**config.mk**
```make
export PLATFORM = sky130hd
export DESIGN_NAME = emu_ram_resp_queue
export DESIGN_NICKNAME = d
export VERILOG_FILES = /design/src/emu_ram_resp_queue.sv
export SDC_FILE = /design/constraint.sdc
export NUM_CORES = 1
export LEC_CHECK = 0
export ABC_AREA = 1
export BUFFER_PORTS_ARGS = -buffer_cell sky130_fd_sc_hd__buf_2
export CAP_MARGIN = 20
export CORE_MARGIN = 1.5
export CORE_UTILIZATION = 30
export DETAILED_ROUTE_END_ITERATION = 6
export GPL_TIMING_DRIVEN = 0
export PLACE_DENSITY = 0.58
export SYNTH_ARGS = -nofsm -noshare
export SYNTH_HDL_FRONTEND = slang
export SYNTH_SLANG_ARGS = --single-unit
```
**constraint.sdc**
```tcl
create_clock -name clk -period 3.1 [get_ports clk]
set_input_delay 0.155 -clock clk [delete_from_list [all_inputs] [get_ports clk]]
set_output_delay 0.155 -clock clk [all_outputs]
set_load 0.02 [all_outputs]
```
**src/emu_ram_resp_queue.sv**
```systemverilog
`timescale 1ns/1ns
`default_nettype none

module emu_ram_resp_queue #(
    parameter type payload_t = logic,
    parameter int  DEPTH     = 2
) (
    input  wire logic     clk,
    input  wire logic     rst,
    input  wire logic     issue,
    input  wire logic     in_valid,
    input  wire payload_t in_data,
    output logic          credit_ok,
    output logic          out_valid,
    output payload_t      out_data,
    input  wire logic     out_ready
);

    if (DEPTH < 2) begin : g_bad_depth
        $error("response queue needs at least two entries");
    end

    localparam int PTR_W = $clog2(DEPTH);
    localparam int CNT_W = $clog2(DEPTH + 1);

    payload_t         mem [DEPTH];
    logic [PTR_W-1:0] wr_ptr;
    logic [PTR_W-1:0] rd_ptr;
    logic [CNT_W-1:0] fill;     // entries held here.
    logic [CNT_W-1:0] credits;  // entries plus beats still upstream.
    logic             pop;

    function automatic logic [PTR_W-1:0] ptr_inc(input logic [PTR_W-1:0] p);
        return (p == PTR_W'(DEPTH - 1)) ? '0 : p + 1'b1;
    endfunction

    assign pop       = out_valid && out_ready;
    assign out_valid = (fill != '0);
    assign out_data  = mem[rd_ptr];
    assign credit_ok = (credits < CNT_W'(DEPTH));

    always_ff @(posedge clk) begin
        if (in_valid) begin
            mem[wr_ptr] <= in_data;
        end
    end

    always_ff @(posedge clk) begin
        if (rst) begin
            wr_ptr  <= '0;
            rd_ptr  <= '0;
            fill    <= '0;
            credits <= '0;
        end else begin
            if (in_valid) begin
                wr_ptr <= ptr_inc(wr_ptr);
            end
            if (pop) begin
                rd_ptr <= ptr_inc(rd_ptr);
            end
            fill    <= fill + CNT_W'(in_valid) - CNT_W'(pop);
            credits <= credits + CNT_W'(issue) - CNT_W'(pop);
        end
    end

    a_no_push_full: assert property (@(posedge clk) disable iff (rst)
        in_valid |-> fill != CNT_W'(DEPTH))
        else $error("beat arrived at a full response queue");

    a_credit_floor: assert property (@(posedge clk) disable iff (rst)
        pop |-> credits != '0)
        else $error("response credit underflow");

endmodule

`default_nettype wire

```
# == After elaboration in Yosys (flattened, before gate mapping) ==
# Memories as Yosys holds them, arrays and structs flattened. A register that Yosys moved wholly into a read port is not among the register bits.
# Cells that the tools add are included.
# classes
mux,6
n_addsub,6
magnitude_cmp,1
n_reduce_logical,2
# ops
operator,n
$mux 1,6
$add 2x1->2,2
$sub 2x1->2,2
$add 1x1->1 const B,2
$lt 2x2->1 const B,1
$reduce_bool 2->1,1
$logic_and 1x1->1,1
# word_totals
n_memories,1
reg_bits,6
ram_bits,2
# memory_table
name,words,word_bits,rd,rd_ports_with_merged_regs,wr,line,source
mem,2,1,1,1,1,26,payload_t mem [DEPTH];

# == Depth between registers and ports, before layout ==
# depth
depth_word,4
depth_mapped,12

# == Worst setup path before layout ==
# Ideal clock, no wire load.
# synth_path
kind,register to register
start,register fill[0]
end,register credits[1]
path_buffers,0
synth_period_minus_slack_ps,1243
stages_incl_launch_ff,12
slack_ps,1857
required_ps,2990
setup_time_ps,110
arrival_ps,1134
cell_sequence,dfxtp_1 > nor2_2 > nor2_4 > nand2_2 > nand2_1 > ha_1 > inv_1 > nand2_1 > nand2_1 > nand3_1 > nand2_1 > nor2_1
# synth_via
elab_chain_cells,3
# synth_rtl
item,line,source
start: declaration,29,logic [CNT_W-1:0] fill;
start signal: assignment,61,fill <= fill + CNT_W'(in_valid) - CNT_W'(pop);
$reduce_bool 2->1,38,assign out_valid = (fill != '0);
$logic_and 1x1->1,37,assign pop = out_valid && out_ready;
$sub 2x1->2,62,credits <= credits + CNT_W'(issue) - CNT_W'(pop);
end signal: assignment,62,
end: declaration,30,logic [CNT_W-1:0] credits;
# Every way passes these cells.
# A chain may end at the register's enable or synchronous reset.

# == Worst setup path after layout ==
# Same ends and word-level chain as after synthesis.

==> results.md <==
- Status: finished clean
- Minimum clock period: 1.358 ns
- Gr usage total: about a tenth
- DRC viols: 0
- Worst path cell trace: nor2_2, nor2_4, nand2_2, nand2_1, ha_1, inv_1, nand2_1, nand2_1, nand3_1, nand2_1, nor2_1
- Antenna diodes: 0
- Synth area leaders: dfxtp_1, edfxtp_1, inv_1
- CP endpoint kind: flip-flop
- Startpoint types: flip-flop
- Detail Route Antenna Nets: 0
- Power Total: 0.3882 mW
- Buffer and inverter count on the worst path: 1
- Post-synthesis net count: 61
- Reg clk slew, reported paths: 0.06 ns
- Hold Path Cell Cnt: 1
- NumNets Final: between 70 and 80
- Via count: 329
- Fin Setup TNS: 0 ns
- Root buffer cell: clkbuf_4
- VDD IR max: between 0.0002 and 0.0003 V
- First-pass iteration count of the detailed router: 2
- Ratio of final minimum period to clock period: 43.80%
- Number of hold violations in the final report: 0
- CP Class: reg2reg
- Fmax: 736.4 MHz
- Routability Congestion: about 0.67
- Worst Max-Slew Pin Slew: 0.2005 ns
- Hold Crit Start: in_data
- Post-Syn Area per Cell: 7.861 um2
- Slew headroom: 86.49%
- Worst Path Arrival: 1.52 ns
- CTS tree: built
- Post-synth top area share: around 34%
- Worst Clk Skew: 0.002088 ns
- Commonest cells post-synth: inv_1, nand2_1, nor2_1
- Detailed Place HPWL: 488.6 um
- Top FF cell, synth: dfxtp_1
- Core area: 1301 um2
- Cell count after synthesis: 53
- R2R cell count: 11
- CTS resizes: 0
- Largest delay share family, worst path: simple AND/OR/NAND/NOR gates
- Final setup viols: 0
- Final WL: a little under 600 um
- Layout area overhead: 20.42%
- H-tree depth: 1
- CP Launch Point: fill[0]$_SDFF_PP0_
- Worst-Skew Late Latency: 0.26 ns
- Stages on the worst setup path: 11
- Worst Hold Class: in2reg
- Vias in the first global route: roughly 270
- I/O pin count: 9
- Area leader, netlist: dfxtp_1
- CP most frequent cell: nand2_1
- Critical path's largest stage delay: roughly 0.33 ns
- Ys async rst share: 0%
- Initial antenna violation count: 0
- Die W: 40.27 um
- Crit-path max FO: 5
- Pleak: ~0.26 nW
- Layout cells sized above 1: around 23%
- Cell Rows: 13
- FILL cells: 147
- Synthesized area: 416.7 um2
- Port Buf Inserts: 8
- Vias per cell: 4.113
- # placed instances: 76
- Cts bufs inserted: 3
- PwrDens: 773.6 nW/um2
- Cell variety after synth: 15
- Grt total ovfl: 0
- Hold Buf Count CTS: 0
- Unrepaired setup endpoints after global routing: false
- CP max stage cell: dfxtp_1
- Register area share after synthesis: 48.05%
- Hold_ws: 0.08716 ns
- Die footprint: 1621 um2
- Max-cap violations: 0
- EDFF count, synth: 2
- Final cell count without fillers: 80
- CP Data Required Time: 3.26 ns
- CTS Sinks: 9
- First-pass GRT wire length: 1.007 mm
- Most frequent cell after synthesis: inv_1
- First DRT Iteration DRCs: 4
- Pin count of the biggest net entering global routing: 6
- Seq cells post-synth: 9
- Routed wire per std cell: 7.413 um
- Final Util: 38.56%
- Max Slew Vio Count: 0
- DIE HEIGHT: 40.27 um
- Clock buffer depth: 2
- Initial Utilization: approximately a third
- Setup bufs post-CTS: 0
- Syn. warnings: 0
- Crit Reg-Reg Startpoint: fill[0]$_SDFF_PP0_
[layer usage]
| layer | share of wire (%) | GRT usage (%) | up-vias |
|---|---|---|---|
| met3 | 4.2 | 5.000 | 2 |
| met2 | 52 | 15.32 | 6 |
| met5 | 0 | 0 | - |
| li1 | - | - | 181 |
| met1 | 41 | 10.47 | 140 |
| met4 | 2.4 | 7.500 | 0 |
[final timing paths]
kind,end,slack (ns)
setup / recovery,credits[1]$_SDFF_PP0_,1.74
hold / removal,mem[0]$_DFFE_PP_,0.09
setup reg to reg,credits[1]$_SDFF_PP0_,1.74
hold reg to reg,flip-flop,0.50
[logic make-up after synthesis]
| group | synth area share, % |
|---|---|
| DFF | 48.05 |
| buffers and inverters | 11.71 |
| AOI/OAI and AO/OA | 3.603 |
| and+or+nand+nor | 25.83 |
| muxes | 2.703 |
| adders and majority gates | 6.005 |
| xor gates and xnor gates | 2.102 |
[layout by cell type (no fill, tap or decap)]
master / count
nand3_1: 1
nor2_2: 1
nor3_1: 1
xor2_1: 1
mux2_2: 1
edfxtp_1: 2
nor2_1: 9
and2_1: 1
o21ai_0: 3
clkbuf_1: 1
nand2_1: 9
nand2_2: 1
ha_1: 2
clkbuf_4: 3
dfxtp_1: 7
buf_2: 8
inv_1: 13
nor2_4: 1
[layout make-up]
cell class / count / area, um2 / share of cell area (%)
inverter: 13 / 48.80 / 9.726
sequential: 9 / 200.2 / 39.90
multi-input combinational: 31 / 167.7 / 33.42
timing repair buffer: 8 / 40.04 / 7.980
tap: 15 / 18.77 / 3.741
clock buffer: 4 / 26.28 / 5.237
[report_power, final]
group	switching (mW)	total, mW	internal (mW)
Combinational	0.0849	0.140	0.0550
Sequential	0.0137	0.159	0.146
Clock	0.0394	0.0889	0.0495
[stage by stage]
stage                     cell area (um2)  worst slack [ns]
after floorplan                     416.7             1.857
after global placement              475.5             1.766
after detailed placement            475.5             1.736
after CTS                           501.7             1.727
after global routing                501.7             1.575
final                               501.7             1.742
No activity file was read; power rests on OpenSTA's default activity.
