===== src/emu_ram_consts.svh =====
`ifndef EMU_RAM_CONSTS_SVH
`define EMU_RAM_CONSTS_SVH

// ~~~~~~~~~~~~~~~~~~~~
// bus widths
// ~~~~~~~~~~~~~~~~~~~~

`define EMU_RAM_ADDR_W        16   // byte address.
`define EMU_RAM_DATA_W        32
`define EMU_RAM_ID_W          4

// ~~~~~~~~~~~~~~~~~~~~
// storage and timing
// ~~~~~~~~~~~~~~~~~~~~

`define EMU_RAM_DEPTH         1024 // words before the address wraps.

`define EMU_RAM_R_DELAY       6    // extra cycles on the read path.
`define EMU_RAM_W_DELAY       3    // extra cycles before a write response.

`define EMU_RAM_MAX_INFLIGHT  8    // response beats outstanding per channel.

`endif


===== src/emu_ram_pkg.sv =====
`default_nettype none

`include "emu_ram_consts.svh"

package emu_ram_pkg;

    // one beat on the R channel.
    typedef struct packed {
        logic [`EMU_RAM_ID_W-1:0]   id;
        logic [`EMU_RAM_DATA_W-1:0] data;
        logic                       last;
    } r_beat_t;

    // one response on the B channel.
    typedef struct packed {
        logic [`EMU_RAM_ID_W-1:0]   id;
    } b_beat_t;

endpackage

`default_nettype wire


===== src/emu_ram_frontend.sv =====
`timescale 1ns/1ns
`default_nettype none

`include "emu_ram_consts.svh"

module emu_ram_frontend (
    input  wire logic                         clk,
    input  wire logic                         rst,
    input  wire logic                         awvalid,
    input  wire logic [`EMU_RAM_ID_W-1:0]     awid,
    input  wire logic [`EMU_RAM_ADDR_W-1:0]   awaddr,
    input  wire logic [7:0]                   awlen,
    input  wire logic [2:0]                   awsize,
    input  wire logic [1:0]                   awburst,
    output logic                              awready,
    input  wire logic                         wvalid,
    input  wire logic [`EMU_RAM_DATA_W-1:0]   wdata,
    input  wire logic [`EMU_RAM_DATA_W/8-1:0] wstrb,
    input  wire logic                         wlast,
    output logic                              wready,
    input  wire logic                         arvalid,
    input  wire logic [`EMU_RAM_ID_W-1:0]     arid,
    input  wire logic [`EMU_RAM_ADDR_W-1:0]   araddr,
    input  wire logic [7:0]                   arlen,
    input  wire logic [2:0]                   arsize,
    input  wire logic [1:0]                   arburst,
    output logic                              arready,
    input  wire logic                         r_credit_ok,
    input  wire logic                         b_credit_ok,
    output logic                              rd_en,
    output logic [`EMU_RAM_ADDR_W-1:0]        rd_addr,
    output logic [`EMU_RAM_ID_W-1:0]          rd_id,
    output logic                              rd_last,
    output logic                              wr_en,
    output logic [`EMU_RAM_ADDR_W-1:0]        wr_addr,
    output logic [`EMU_RAM_DATA_W-1:0]        wr_data,
    output logic [`EMU_RAM_DATA_W/8-1:0]      wr_strb,
    output logic                              b_push,
    output emu_ram_pkg::b_beat_t              b_beat
);

    localparam int OFFS_W = $clog2(`EMU_RAM_DATA_W / 8);
    localparam int WA_W = `EMU_RAM_ADDR_W - OFFS_W;
    localparam logic [2:0] SIZE_FULL = 3'(OFFS_W);
    localparam logic [1:0] BURST_INCR = 2'b01;

    typedef enum logic [1:0] {st_idle, st_write, st_wresp, st_read} state_t;

    state_t                         state;
    logic                           prio_wr;    // set after a read burst.
    logic [`EMU_RAM_ID_W-1:0]       id_q;
    logic [WA_W-1:0]                word_q;
    logic [7:0]                     left_q;     // beats after the current one.
    logic                           last_beat;
    logic [`EMU_RAM_ADDR_W-1:0]     beat_addr;

    assign last_beat = (left_q == 8'd0);
    assign beat_addr = {word_q, {OFFS_W{1'b0}}};

    // reads win a tie unless the last burst was a read.
    assign arready = (state == st_idle) && arvalid && (!prio_wr || !awvalid);
    assign awready = (state == st_idle) && awvalid && (prio_wr || !arvalid);

    // ~~~~~~~~~~~~~~~~~~~~
    // beat issue
    // ~~~~~~~~~~~~~~~~~~~~

    assign wready  = (state == st_write);
    assign wr_en   = wvalid && wready;
    assign wr_addr = beat_addr;
    assign wr_data = wdata;
    assign wr_strb = wstrb;
    assign b_push  = b_credit_ok && ((wr_en && last_beat) || (state == st_wresp));
    assign b_beat.id = id_q;

    assign rd_en   = (state == st_read) && r_credit_ok;
    assign rd_addr = beat_addr;
    assign rd_id   = id_q;
    assign rd_last = last_beat;

    always_ff @(posedge clk) begin
        if (rst) begin
            state   <= st_idle;
            prio_wr <= 1'b0;
        end else begin
            case (state)
                st_idle: begin
                    if (arready) begin
                        state   <= st_read;
                        prio_wr <= 1'b1;
                    end else if (awready) begin
                        state   <= st_write;
                        prio_wr <= 1'b0;
                    end
                end
                st_write: begin
                    if (wr_en && last_beat) begin
                        state <= b_credit_ok ? st_idle : st_wresp; // hold B until credit.
                    end
                end
                st_wresp: begin
                    if (b_credit_ok) begin
                        state <= st_idle;
                    end
                end
                st_read: begin
                    if (rd_en && last_beat) begin
                        state <= st_idle;
                    end
                end
                default: state <= st_idle;
            endcase
        end
    end

    always_ff @(posedge clk) begin
        if (arready) begin
            id_q   <= arid;
            word_q <= araddr[`EMU_RAM_ADDR_W-1:OFFS_W];
            left_q <= arlen;
        end else if (awready) begin
            id_q   <= awid;
            word_q <= awaddr[`EMU_RAM_ADDR_W-1:OFFS_W];
            left_q <= awlen;
        end else if (wr_en || rd_en) begin
            word_q <= word_q + 1'b1;    // wraps with the address space.
            left_q <= left_q - 1'b1;
        end
    end

    a_aw_incr_full: assert property (@(posedge clk) disable iff (rst)
        awvalid && awready |-> awburst == BURST_INCR && awsize == SIZE_FULL)
        else $error("write burst is not full-width INCR");

    a_ar_incr_full: assert property (@(posedge clk) disable iff (rst)
        arvalid && arready |-> arburst == BURST_INCR && arsize == SIZE_FULL)
        else $error("read burst is not full-width INCR");

    a_wlast_count: assert property (@(posedge clk) disable iff (rst)
        wr_en |-> wlast == last_beat)
        else $error("wlast does not match awlen");

endmodule

`default_nettype wire


===== config.mk =====
export PLATFORM = sky130hd
export DESIGN_NAME = emu_ram_frontend
export DESIGN_NICKNAME = d
export VERILOG_FILES = /design/src/emu_ram_pkg.sv /design/src/emu_ram_frontend.sv
export VERILOG_INCLUDE_DIRS = /design/src
export SDC_FILE = /design/constraint.sdc
export NUM_CORES = 1
export LEC_CHECK = 0
export BUFFER_PORTS_ARGS = -buffer_cell sky130_fd_sc_hd__buf_2
export CORE_MARGIN = 8
export CORE_UTILIZATION = 35
export CTS_CLUSTER_DIAMETER = 60
export DETAILED_ROUTE_END_ITERATION = 8
export HOLD_SLACK_MARGIN = 0.03
export PLACE_DENSITY = 0.75
export SYNTH_ARGS = -nofsm -noshare
export SYNTH_HDL_FRONTEND = slang
export SYNTH_SLANG_ARGS = --single-unit

===== constraint.sdc =====
create_clock -name clk -period 2.7 [get_ports clk]
set_input_delay 0.54 -clock clk [delete_from_list [all_inputs] [get_ports clk]]
set_output_delay 0.54 -clock clk [all_outputs]
set_load 0.01 [all_outputs]

== After elaboration in Yosys (flattened, before gate mapping) ==
Index checks and enable logic that the tools add are counted.
Widths: inputs -> output; s select.

* Add/subtract/negate cells: 2
* Multiply operators: 0
* Divide/modulo/power cells: 0
* Order comparisons: 0
* Equality and inequality tests: 7
* Shift operators: 0
* Mux-type cells: 17
* Bitwise gates (word level): 0
* Reduce and logical (&&, ||, !) cells: 22

{| class="wikitable"
|+ Operator list
! operator !! number
|-
| $mux 14 || 3
|-
| $mux 8 || 3
|-
| $add 14x1->14 const B || 1
|-
| $mux 2 || 6
|-
| $logic_and 1x1->1 || 9
|-
| $logic_not 8->1 || 1
|-
| $mux 4 || 2
|-
| $pmux 2 s4 || 1
|-
| $sub 8x1->8 const B || 1
|-
| $eq 2x2->1 const B || 2
|-
| $logic_or 1x1->1 || 4
|-
| $ne 2x1->1 const B || 2
|-
| $reduce_and 4->1 || 1
|-
| $logic_not 1->1 || 3
|-
| $ne 3x3->1 const B || 1
|-
| $reduce_bool 3->1 || 1
|-
| $eq 2x1->1 const B || 1
|-
| $logic_not 2->1 || 1
|-
| $mux 1 || 2
|-
| $ne 2x2->1 const B || 1
|-
| $reduce_and 2->1 || 1
|-
| $reduce_bool 2->1 || 1
|}

* Flip-flop bits (word level): 29
* Bits in latches: 0
* Bits in writable memories: 0
* Memory bits (read-only): 0
* Logic and storage cells: 53
* Memories: 0

== Longest topological paths before layout ==
Gate-level depths: netlist of run 1.

* Word-level depth: 6
* Depth in mapped cells: 8
* Depth with buffers taken out: 7

== Worst setup path after synthesis of run 1 ==
No wires, ideal clock.

* Path type: input to register
* Start: in arvalid
* End: reg left_q[0] (enable)
* Setup time: 0.379 ns
* Arrival time: 1.818 ns
* Required time: 2.321 ns
* Setup slack: 0.503 ns
* Stages: 6
* Cell sequence: a21bo_2 -> or2_4 -> inv_2 -> nor2_4 -> inv_1 -> or3_1

* Longest elaborated chain between the ends: 4

{| class="wikitable"
|+ Ends and longest elaborated chain
! what !! RTL line !! text
|-
| start, declared || emu_ram_frontend.sv:21 || <nowiki>input wire logic arvalid,</nowiki>
|-
| $logic_not 1->1 || emu_ram_frontend.sv:62 || <nowiki>assign awready = (state == st_idle) && awvalid && (prio_wr || !arvalid);</nowiki>
|-
| $logic_or 1x1->1 || emu_ram_frontend.sv:62 ||
|-
| $logic_and 1x1->1 || emu_ram_frontend.sv:62 ||
|-
| $reduce_bool 3->1 (no source line) (*) || -- ||
|-
| end signal, assigned || emu_ram_frontend.sv:120 || <nowiki>left_q <= arlen;</nowiki>
|-
| end signal, assigned || emu_ram_frontend.sv:124 || <nowiki>left_q <= awlen;</nowiki>
|-
| end signal, assigned || emu_ram_frontend.sv:127 || <nowiki>left_q <= left_q - 1'b1;</nowiki>
|-
| end, declared || emu_ram_frontend.sv:53 || <nowiki>logic [7:0] left_q;</nowiki>
|}

Every way passes the cells marked *; elsewhere a longest branch is shown, timed or not.
A chain may end at the register's enable or synchronous reset.

== Worst setup path in the final report of run 1 ==
* Start: reg left_q[5]
* End: out b_push

* Longest elaborated chain between the ends: 4

{| class="wikitable"
|+ Ends and longest elaborated chain
! what !! RTL line !! text
|-
| $logic_not 8->1 || emu_ram_frontend.sv:57 || <nowiki>assign last_beat = (left_q == 8'd0);</nowiki>
|-
| $logic_and 1x1->1 || emu_ram_frontend.sv:73 || <nowiki>assign b_push = b_credit_ok && ((wr_en && last_beat) || (state == st_wresp));</nowiki>
|-
| $logic_or 1x1->1 || emu_ram_frontend.sv:73 ||
|-
| $logic_and 1x1->1 || emu_ram_frontend.sv:73 ||
|-
| end, declared || emu_ram_frontend.sv:38 || <nowiki>output logic b_push,</nowiki>
|}

No other way between the ends.

==> summary by stage, run 1 <==
Routing
The highest metal layer carrying signal wires in the routed design is met4. The total met2 wirelength after detailed routing is between 3 and 4 mm. The via count of the routed design is 2,048.

The met3 layer wire length in the routed design is just under 500 µm. The total routed wirelength is between 6 and 7 mm. The iteration count of the initial detailed-routing pass is 4.

The routed metal-1 wire length is roughly 2.5 mm. The average wire per standard cell is about 16 µm. The count of routing violations after the opening detailed-route iteration is 80. The final routed DRC violation total is 0. The number of antenna-violating nets in the routed design is 0. In the routed layout, each cell is associated on average with a via count of around 5.

Pwr
Per report_power, the clock group accounts for 17.5% of the total. The analysis attributes to net switching a power of 765 µW. The worst vdd rail ir drop is 0.000214 V. In this run switching power makes up just under 40% of total power.

Sequential cells account for 42.2% of the total power. The internal power contribution is around 1200 µW. For this design the static power due to leakage is 0.00118 µW. The power density over the cells is about 750 nW/µm². The share of power burned in combinational logic is about two fifths.

Worst setup path
In this run the worst setup path begins at left_q[5]$_DFFE_PP_. The critical path capture point is b_push. The number of cell instances on the worst register-to-register path is 7. The worst register-to-register path has a setup slack of between 0.5 and 0.6 ns.

The type of the worst setup path is reg -> out. The element type at the critical path end is an output port. The source of the worst register-to-register timing path is state[0]$_SDFFE_PP0P_. Along the worst path, the maximum fanout reaches 4. In this run the critical register-to-register path is captured at word_q[0]$_DFFE_PP_. The required time of the critical path is 2.16 ns. The critical path data arrival time is between 1.5 and 2 ns. The worst setup path is launched from a flop.

Logic synthesis
Sequential elements use about a third of the synthesized area. The count of cell types in the netlist is between 40 and 50. The most instantiated flip-flop cell in the synthesis netlist is edfxtp_1. The Yosys step of the flow raised 0 warnings. Yosys attributes the largest share of cell area to edfxtp_1 33%, buf_4 19%, nand2_1 5.5%, o21ai_0 5.4%, dfxtp_1 2.5%. edfxtp_1 takes more of the synthesized area than any other cell. The fraction of registers with async set/reset is 0%. The post-synthesis cell area is 2400 µm².

The average size of a mapped cell is 8.66 µm². The fraction of post-synthesis cell area in the top cell type by area is 32.5%. The instance count of the mapped netlist is roughly 280. The number of flops mapped to enable cells by yosys is 26.

The number of synthesized register bits is 29.

Place
The half-perimeter wire length after detailed placement is 4.92 mm. The count of buffers from port buffering is 101. At the end of routability-driven placement, the weighted congestion stood at around 0.81.

At the placement stage, the worst setup path has a slack of 0.414 ns.

STA
The number of max-slew violations in the final report is 0. The time the final worst path needs with I/O delays and setup is roughly 2.3 ns. The achievable clock frequency is 0.436 GHz. Clock skew on the completed layout was measured at 0.00891 ns.

The final critical-path setup slack is 0.406 ns. The hold violation count in the final report came to 0. The number of setup violations in the final report is 0. Adding up every negative setup slack in the final design gives 0 ns. Setup repair after global routing left no endpoint under its margin.

Of the available clock period, the critical path in the final layout requires 85.0%.

Floorplan
The area of the placeable core is ~6700 µm². The height of the chip is 98.8 µm. In this run the core area contains 30 standard-cell rows. The die covers ~9800 µm². The total I/O pin count is 193. Measured along the x axis, the die boundary spans 98.8 µm.

For this configuration, the core starts out at a cell density of between 30 and 40%.

Clock tree
The post-cts resize count is 0. The number of buffers inserted for hold repair after clock tree synthesis is 0. The TritonCTS clock tree is built. The register clock-pin slew on the reported worst setup and hold paths is 0.06 ns. The number of levels the H-tree was split into is 2. The maximum buffer depth of the clock tree is 2.

In this run, CTS created clock tree buffers numbering 5. The count of clock tree sinks is 29. The buffer count from post-CTS setup fixing is 0.

At the later pin of the worst-skew pair, clock insertion delay measures ~0.28 ns. The tree is rooted in a clkbuf_8.

Global route
The largest net degree at the start of global routing is 29. The number of antenna violations at the first check in global routing was 0. The first-pass GRT wire length is between 10 and 15 mm. Summed over all layers, the global routing overflow is 0. The number of global-route vias before repair is 2,140. Global routing used 12.7% of the available tracks.

Finish
Relative to the synthesized area, the layout overhead comes to 9.23%. Cells with a size suffix above 1 make up between 30% and 40% of the layout. The count of nets after finishing is about 440. Fill cells in the final layout number 684. The area occupied by multi-input gates is 1020 µm². The antenna diode instance count is 0. In the final layout, flip-flops and latches occupy approximately 840 µm².

Run status
The flow ran to the end, and the final reports show no timing, DRC or antenna violations.

Hold path
The worst hold path belongs to the class in -> reg. In this run the most critical hold path is launched from rst.

Flow run
The number of maximum-capacitance violations is 0.
cell families (layout without fill, tap and decap cells):
group	count (synthesis)	after routing	share of synthesized area (%)
compound gates	57	57	15.3
xor+xnor	8	8	2.92
fa+ha+maj	3	3	1.56
buf+inv	78	123	23.0
flops	29	29	35.0
mux	6	6	2.50
other cells	1	4	0.156
simple gates	95	95	19.6
registers in the layout, summed over array words and instances, names as in the netlist:
name / count
b_beat: 4
prio_wr: 1
left_q: 8
word_q: 14
state: 2
area by class of cell:
class | instances | share of cell area (%)
clock inverters | 3 | 0.477
well taps | 80 | 3.82
clock buffers | 5 | 2.63
multi-input cells | 173 | 38.9
repair buffers | 107 | 21.0
flip-flops and latches | 29 | 32.1
inverters | 8 | 1.15
routing by layer:
| metal | vias to the layer above | GRT usage (%) |
|---|---|---|
| met5 | - | 0 |
| met4 | 0 | 6.49 |
| met3 | 22 | 3.45 |
| met2 | 77 | 23.0 |
| met1 | 951 | 13.1 |
| li1 | 998 | - |
cells in the mapped netlist (all sizes together) (4+ instances only):
cell type  number
a21oi           8
a31oi           4
buf            67
edfxtp         26
inv             8
mux2i           6
nand2          35
nand2b          4
nand3           8
nand4           5
nor2           17
nor3            8
o21ai          26
o22ai           5
xor2            5
how the worst min path moves through the flow:
stage               cells after the start  slack (ns)                     to
floorplan                               2        0.47   prio_wr$_SDFFE_PP0P_
global placement                        2        0.50   prio_wr$_SDFFE_PP0P_
detailed placement                      2        0.51   prio_wr$_SDFFE_PP0P_
CTS                                     2        0.44  state[0]$_SDFFE_PP0P_
global route                            2        0.46  state[0]$_SDFFE_PP0P_
finish                                  2        0.45  state[0]$_SDFFE_PP0P_
power groups by stage:
| stage | registers [µW] | clock network (µW) | logic (µW) |
|---|---|---|---|
| finish | 824 | 343 | 787 |
| global route | 846 | 374 | 880 |
| CTS | 822 | 354 | 804 |
| detailed placement | 831 | 0 | 800 |
| global placement | 816 | 0 | 780 |
| floorplan | 827 | 0 | 633 |
through the flow:
stage                     cells  instance area [µm²]  util [%]  hold slack, ns  total power (µW)
after floorplan             280                 2410         -           0.472              1460
after CTS                   405                 2620      39.0           0.442              1980
final                       405                 2620      39.0           0.453              1950
after detailed placement    397                 2540      37.8           0.511              1630
after global routing        405                 2620      39.0           0.456              2100
after global placement      397                 2540      37.8           0.499              1600
cells in the final DEF, fill, tap and decap left out, types with 5 or more instances in the layout:
master	n
a21oi_1	8
nor3_1	8
o21ai_0	26
edfxtp_1	26
buf_4	6
nand3_1	8
nor2_1	16
clkbuf_8	5
nand2_1	35
mux2i_1	6
nand4_1	5
buf_2	101
xor2_1	5
inv_1	6
critical path: stages (launching register included):
cell and delay, ns:
edfxtp_1 0.44, nor4_2 0.39, nand3_1 0.24, inv_1 0.12, nand2_1 0.05, a21oi_1 0.11
buf_2 0.14
Note: power is estimated with default switching activity, not from simulation.
==> run 2, diff against run 1 <==
clock period = 2.2 ns   (was 2.7 ns; I/O delays follow)
==> run 2 against run 1 <==
Combinational power rose by 33%. Wire length increased by 0.71%. Power grew 26%. Critical endpoint unchanged. First-iteration DRC count shrank 6.3%. Critical path type unchanged. Non-clock buffer count grew 10. Setup slack got worse by 0.31 ns. Design area up 3.4%. Utilization grew 1.3 points. Sequential power up 23%. Via count rose by 2.1%.
==> summary by stage, run 2 (synthesis results as in run 1) <==
Run status
The flow ran to the end, and the final reports show no timing, DRC or antenna violations.

Finish
The count of nets after finishing is 447 (+2.3%). The register with the most flip-flops is word_q. The number of flip-flops under the largest register name is 14 (unchanged). The final non-filler cell total is 415 (+2.5%). The finished layout cell area came to 2710 µm² (+3.4%). The top cell types in the final layout, fill and taps aside, are 101 x buf_2, 35 x nand2_1, 26 x o21ai_0, 26 x edfxtp_1.

The antenna diode instance count is 0 (unchanged). Relative to the synthesized area, the layout overhead comes to 12.9%. The library cell used most frequently in the layout, excluding fill and tap cells, is buf_2. The fraction of layout cells with a size suffix above 1 is 41.2% (+2.4 points).

Routing
The final routed DRC violation total is 0 (unchanged). The count of routing violations after the opening detailed-route iteration came to 75 (-6.3%). The uppermost metal layer occupied by signal nets is met4. The total routed wirelength is 6.48 mm (+0.71%). The via count of the routed design is 2,090 (+2.1%). The total met2 wirelength after detailed routing came to 3.39 mm (+2.9%). The met3 layer wire length in the routed design is 483 µm (-1.8%). The detail-routed via count per cell came to 5.04 (-0.41%). The number of antenna-violating nets in the routed design is 0 (unchanged). The iteration count of the initial detailed-routing pass is 4 (unchanged). The routed metal-1 wire length is 2.48 mm (-0.80%).

The average wire per standard cell is 15.6 µm (-1.7%).

Worst setup path
The source of the worst register-to-register timing path is state[0]$_SDFFE_PP0P_. The register-to-register setup slack is 0.24 ns (-0.30 ns). The number of cell instances on the worst register-to-register path was 7 (unchanged).

The worst-path maximum fanout was 3 (-1). The required time of the critical path came to 1.76 ns (-0.40 ns). The critical path data arrival time is 1.67 ns (-0.08 ns). The category of the worst setup path launch point is a flop. The element type at the critical path end is an output port. The critical path is of the reg -> out type.

The endpoint of the lowest-slack register-to-register path is word_q[10]$_DFFE_PP_.

STA
The number of max-slew violations in the final report is 0 (unchanged). The setup TNS is 0 ns (unchanged). The time the final worst path needs with I/O delays and setup is roughly 2.1 ns. The maximum clock skew at final layout came to 0.00348 ns (-0.00543 ns). The hold violation count in the final report is 0 (unchanged).

Derived from the worst setup path, the maximum achievable clock frequency is between 0.4 and 0.5 GHz. The number of setup violations in the final report is 0 (unchanged). In the finished design, the share of the clock period the worst path needs comes to 95.7%.

Hold path
The number of instances on the worst hold path is 2 (unchanged). The path with the worst hold slack has its endpoint at state[0]$_SDFFE_PP0P_. The min-delay analysis places its worst path in the category in -> reg.

The startpoint identified for the worst hold timing path is rst.

Pwr
The internal power contribution is 1510 µW (+27%). The power density over the cells is 911 nW/µm² (+22%). The switching part of the total is 38.8% (-0.42 points). The switching power summed over all nets came to 957 µW (+25%). The standby leakage power is 0.00122 µW (+4.1%). The sequential share of power is 40.8% (-1.4 points).

The worst vdd rail ir drop is 0.000256 V (+20%). The total chip power is 2470 µW (+26%). The power share of the clock group was 16.8% (-0.7 points). The share of power burned in combinational logic was 42.4% (+2.1 points).

Flow run
The number of maximum-capacitance violations is 0 (unchanged).

Floorplan
The site row count was 30 (unchanged). The initial standard-cell utilization of the core was 35.7% (unchanged). The total I/O pin count is 193 (unchanged). The height of the chip is 98.8 µm (unchanged). The overall die area was 9760 µm² (unchanged).

The area of the placeable core is 6720 µm² (unchanged). The horizontal die dimension is 98.8 µm (unchanged).

Global route
The remaining global-route overflow is 0 (unchanged). The number of antenna violations at the first check in global routing was 0 (unchanged). The first-pass GRT wire length is 9.93 mm (-2.9%). The number of global-route vias before repair is 2,068 (-3.4%).

The global-route total usage across every layer is 12.4% (-0.30 points). The largest net degree at the start of global routing was 29 (unchanged).

Clock tree
The clock root buffer master is clkbuf_8. TritonCTS built the clock tree. The TritonCTS buffer count is 5 (unchanged). The clock network latency to the later pin of the worst-skew pair came to 0.27 ns (about the same). The number of levels the H-tree was split into is 2 (unchanged). The register clock-pin slew on the reported worst setup and hold paths is 0.06 ns (about the same). The maximum buffer depth of the clock tree is 2 (unchanged). The count of clock tree sinks was 29 (unchanged).

Place
The weighted congestion at the end of routability-driven global placement was 0.821 (+1.3%). The half-perimeter wire length after detailed placement was 4.93 mm (about the same). The number of placed instances, taps included is 399 (+0.50%).

The count of buffers from port buffering is 101 (unchanged). The total cell area at the placement stage is 2550 µm² (+0.59%).
==> run 2: cell count changes in the layout (fill, tap and decap cells not counted) <==
cell	previous run	this run
buf_4	6	16
inv_1	6	5
nand3_2	0	1
nor4_4	0	1
nor4_2	1	0
nand3_1	8	7
inv_2	2	3
==> run 2: worst max path at each step <==
stage          slack [ns]                   from  cells past startpoint                  end
2_1_floorplan        0.07  state[0]$_SDFFE_PP0P_                      7  left_q[0]$_DFFE_PP_
3_3_place_gp         0.21                arvalid                      8  word_q[6]$_DFFE_PP_
3_5_place_dp         0.18                arvalid                      8  word_q[5]$_DFFE_PP_
4_1_cts              0.04    left_q[4]$_DFFE_PP_                      6               b_push
5_1_grt            -0.005    left_q[3]$_DFFE_PP_                      6               b_push
6_report             0.09    left_q[3]$_DFFE_PP_                      6               b_push
==> run 2: per-stage QoR <==
| stage | hold slack [ns] | util (%) | worst slack [ns] |
|---|---|---|---|
| after CTS | 0.349 | 39.4 | 0.0362 |
| final | 0.360 | 40.3 | 0.0948 |
| after floorplan | 0.472 | - | 0.0737 |
| after global routing | 0.349 | 40.3 | -0.00499 |
| after detailed placement | 0.513 | 38.0 | 0.177 |
| after global placement | 0.492 | 38.0 | 0.214 |
==> run 2: area by class of cell <==
class	count	area, µm²
Clock inverter	3	12.5
Multi-Input combinational cell	173	1030
Sequential cell	29	841
Tap cell	80	100
Fill cell	685	4010
Clock buffer	5	68.8
Inverter	8	30.0
Timing Repair Buffer	117	626
==> run 2: power by group through the flow <==
stage | clock network, µW | registers (µW) | logic (µW)
finish | 414 | 1010 | 1050
global route | 455 | 1040 | 1160
CTS | 431 | 1020 | 999
detailed placement | 0 | 1020 | 988
global placement | 0 | 1000 | 968
floorplan | 0 | 1020 | 776
==> run 2: layer usage <==
metal	global-route usage (%)	up-vias
met5	0	-
met2	21.7	69
met1	13.2	980
met3	3.66	20
li1	-	1021
met4	6.14	0
==> run 2: what timing repair did <==
action	CTS	global route
setup buffers	0	8
pin swaps	0	2
hold endpoints to repair	0	0
hold buffers	0	0
gates resized for setup	2	1
setup endpoints to repair	1	1
==> run 2: critical path: stages (launching register included) <==
cell      delay (ns)
edfxtp_1        0.46
nor4_4          0.36
nand3_2         0.17
inv_2           0.10
nand2_1         0.05
a21oi_1         0.12
buf_2           0.14
==> run 3, diff against run 2 <==
PLACE_DENSITY = 0.78   (was 0.75)
clock period = 1.8 ns   (was 2.2 ns; I/O delays follow)
==> run 3 against run 2 <==
The flow now finishes with violations (negative setup slack). Hold slack got worse by 0.092 ns. Cell count rose by 1.7%. Non-clock buffer count rose by 7. Sequential share of layout area fell by 0.90 points. Power rose by 26%. Flip-flop and latch count did not move. Design area rose by 3.0%. Clock skew fell by 0.0011 ns. Critical path depth did not move.
==> summary by stage, run 3 (synthesis results as in run 1) <==
Place
The count of buffers from port buffering is 101 (unchanged). The total cell area at the placement stage is 2640 µm² (+3.1%). The half-perimeter wire length after detailed placement is 5.08 mm (+3.1%). The weighted congestion at the end of routability-driven global placement was 0.804 (-2.0%).

The worst setup timing slack at the placement stage is -0.0224 ns (-0.199 ns).

Routing
The iteration count of the initial detailed-routing pass is 4 (unchanged). The final routed DRC violation total is 0 (unchanged). The detail-routed via count per cell was 5.04 (about the same). The met3 layer wire length in the routed design is 583 µm (+21%). The via count of the routed design came to 2,126 (+1.7%). The count of routing violations after the opening detailed-route iteration is 54 (-28%).

The number of antenna-violating nets in the routed design is 0 (unchanged). The total routed wirelength is 6.65 mm (+2.6%). The total met2 wirelength after detailed routing came to 3.49 mm (+2.9%). The average wire per standard cell came to 15.8 µm (+0.86%).

The uppermost metal layer occupied by signal nets is met4. The routed metal-1 wire length was 2.49 mm (+0.52%).

Hold path
In this run the worst hold path is classified as in -> reg. The number of instances on the worst hold path is 2 (unchanged). The startpoint identified for the worst hold timing path is rst.

Clock tree
The maximum buffer depth of the clock tree came to 2 (unchanged). The clock root buffer master is clkbuf_8. TritonCTS built the clock tree. The register clock-pin slew on the reported worst setup and hold paths is 0.07 ns (about the same).

The TritonCTS buffer count came to 5 (unchanged). The number of buffers inserted for hold repair after clock tree synthesis is 0 (unchanged). The clock network latency to the later pin of the worst-skew pair was 0.28 ns (about the same). The number of levels the H-tree was split into is 2 (unchanged). The count of clock tree sinks was 29 (unchanged).

Finish
The area growth from synthesis to layout is 16.3%. The number of flip-flops under the largest register name is 14 (unchanged). The antenna diode instance count is 0 (unchanged). The register with the most flip-flops is word_q.

The most common library cell in the layout ignoring fill and taps is buf_2. The fraction of layout cells with a size suffix above 1 is 43.9% (+2.7 points). The count of nets after finishing came to 454 (+1.6%). The finished layout cell area is 2790 µm² (+3.0%). The final core area utilization is 41.5% (+1.2 points).

The library cells used most frequently in the layout, excluding fill and tap cells, are 100 x buf_2, 35 x nand2_1, 26 x edfxtp_1.

Worst setup path
For this design, the slowest cell found on the critical path is edfxtp_1. Traced cell by cell, the critical path runs through nor4_4, nand3_2, inv_2, nand2_1, a21oi_2, buf_2. STA classifies the critical path endpoint as an output port.

The number of cell instances on the worst register-to-register path is 5 (-2). The register-to-register setup slack is 0 ns (-0.24 ns). The worst-path maximum fanout came to 3 (unchanged).

The critical path data arrival time is 1.61 ns (-0.06 ns). The peak per-stage delay on the critical path came to 0.46 ns (about the same). The category of the worst setup path launch point is a flop. The critical path starts at left_q[5]$_DFFE_PP_. The type of the worst setup path is reg -> out.

The worst register-to-register path begins at left_q[3]$_DFFE_PP_. The required time of the critical path came to 1.44 ns (-0.32 ns).

STA
The number of setup violations in the final report came to 1 (+1). The hold violation count in the final report is 0 (unchanged). The maximum clock skew at final layout was 0.00234 ns (-0.00114 ns). The final critical-path setup slack is -0.171 ns (-0.266 ns). Setup repair after global routing could not meet its margin everywhere. The achievable clock frequency is between 0.5 and 0.6 GHz.

The setup TNS is -0.171 ns (-0.171 ns). The time the final worst path needs with I/O delays and setup is 1.97 ns. The number of max-slew violations in the final report came to 0 (unchanged).

The final critical-path share of the clock period is 109%.

Global route
The number of antenna violations at the first check in global routing is 0 (unchanged). The first-pass GRT wire length is 10.5 mm (+6.0%). The global-route total usage across every layer is 13.1% (+0.75 points).

The remaining global-route overflow is 0 (unchanged). The number of global-route vias before repair is 2,232 (+7.9%). The largest net degree at the start of global routing came to 29 (unchanged).

Run status
The flow ran to the end, but the final reports show violations. The checks that failed: negative setup slack.

Pwr
The worst vdd rail ir drop was 0.000278 V (+8.4%). The standby leakage power was 0.00126 µW (+3.3%). The total chip power is 3120 µW (+26%).

The power density over the cells is 1120 nW/µm² (+22%).

Floorplan
The total I/O pin count is 193 (unchanged). The overall die area is 9760 µm² (unchanged). The initial standard-cell utilization of the core came to 35.7% (unchanged). The horizontal die dimension came to 98.8 µm (unchanged). The area of the placeable core is 6720 µm² (unchanged). The height of the chip is 98.8 µm (unchanged). The site row count came to 30 (unchanged).

Flow run
The number of maximum-capacitance violations is 0 (unchanged).
run 3: what timing repair did:
action,CTS,global route
endpoints found under the setup margin,3,7
endpoints found under the hold margin,0,0
pin swaps,3,4
setup buffers,3,2
gates resized for setup,1,9
run 3: power breakdown:
group          internal [µW]  switching (µW)  total (µW)  leakage [µW]
Sequential              1000             189        1190      0.000279
Clock                    268             265         533     0.0000450
Combinational            635             757        1390      0.000940
Total                   1900            1210        3120       0.00126
run 3: final timing paths:
kind	end
max	b_push
min	prio_wr$_SDFFE_PP0P_
max reg2reg	left_q[7]$_DFFE_PP_
min reg2reg	prio_wr$_SDFFE_PP0P_
run 3: per-stage QoR:
stage | hold slack, ns | cells
2_1_floorplan | 0.429 | 280
3_3_place_gp | 0.506 | 409
3_5_place_dp | 0.521 | 409
4_1_cts | 0.261 | 420
5_1_grt | 0.262 | 422
6_report | 0.268 | 422
run 3: layout make-up:
class                      count  area, µm²
sequential                    29        841
tap                           80        100
clock buffer                   6       72.6
fill                         670       3930
clock inverter                 2       10.0
inverter                       8       32.5
timing repair buffer         124        684
multi-input combinational    173       1050
run 3: critical path, delay by kind of cell, from the launching register on:
kind,cells,cell delay (ns)
buffers and inverters,2,0.20
DFF,1,0.46
and+or+nand+nor,3,0.56
AOI/OAI and AO/OA,1,0.11
run 3: per-layer routing:
| layer | up-vias | global-route usage (%) |
|---|---|---|
| met2 | 76 | 24.4 |
| met4 | 0 | 5.31 |
| met5 | - | 0 |
| met1 | 1000 | 13.0 |
| met3 | 14 | 4.44 |
| li1 | 1036 | - |
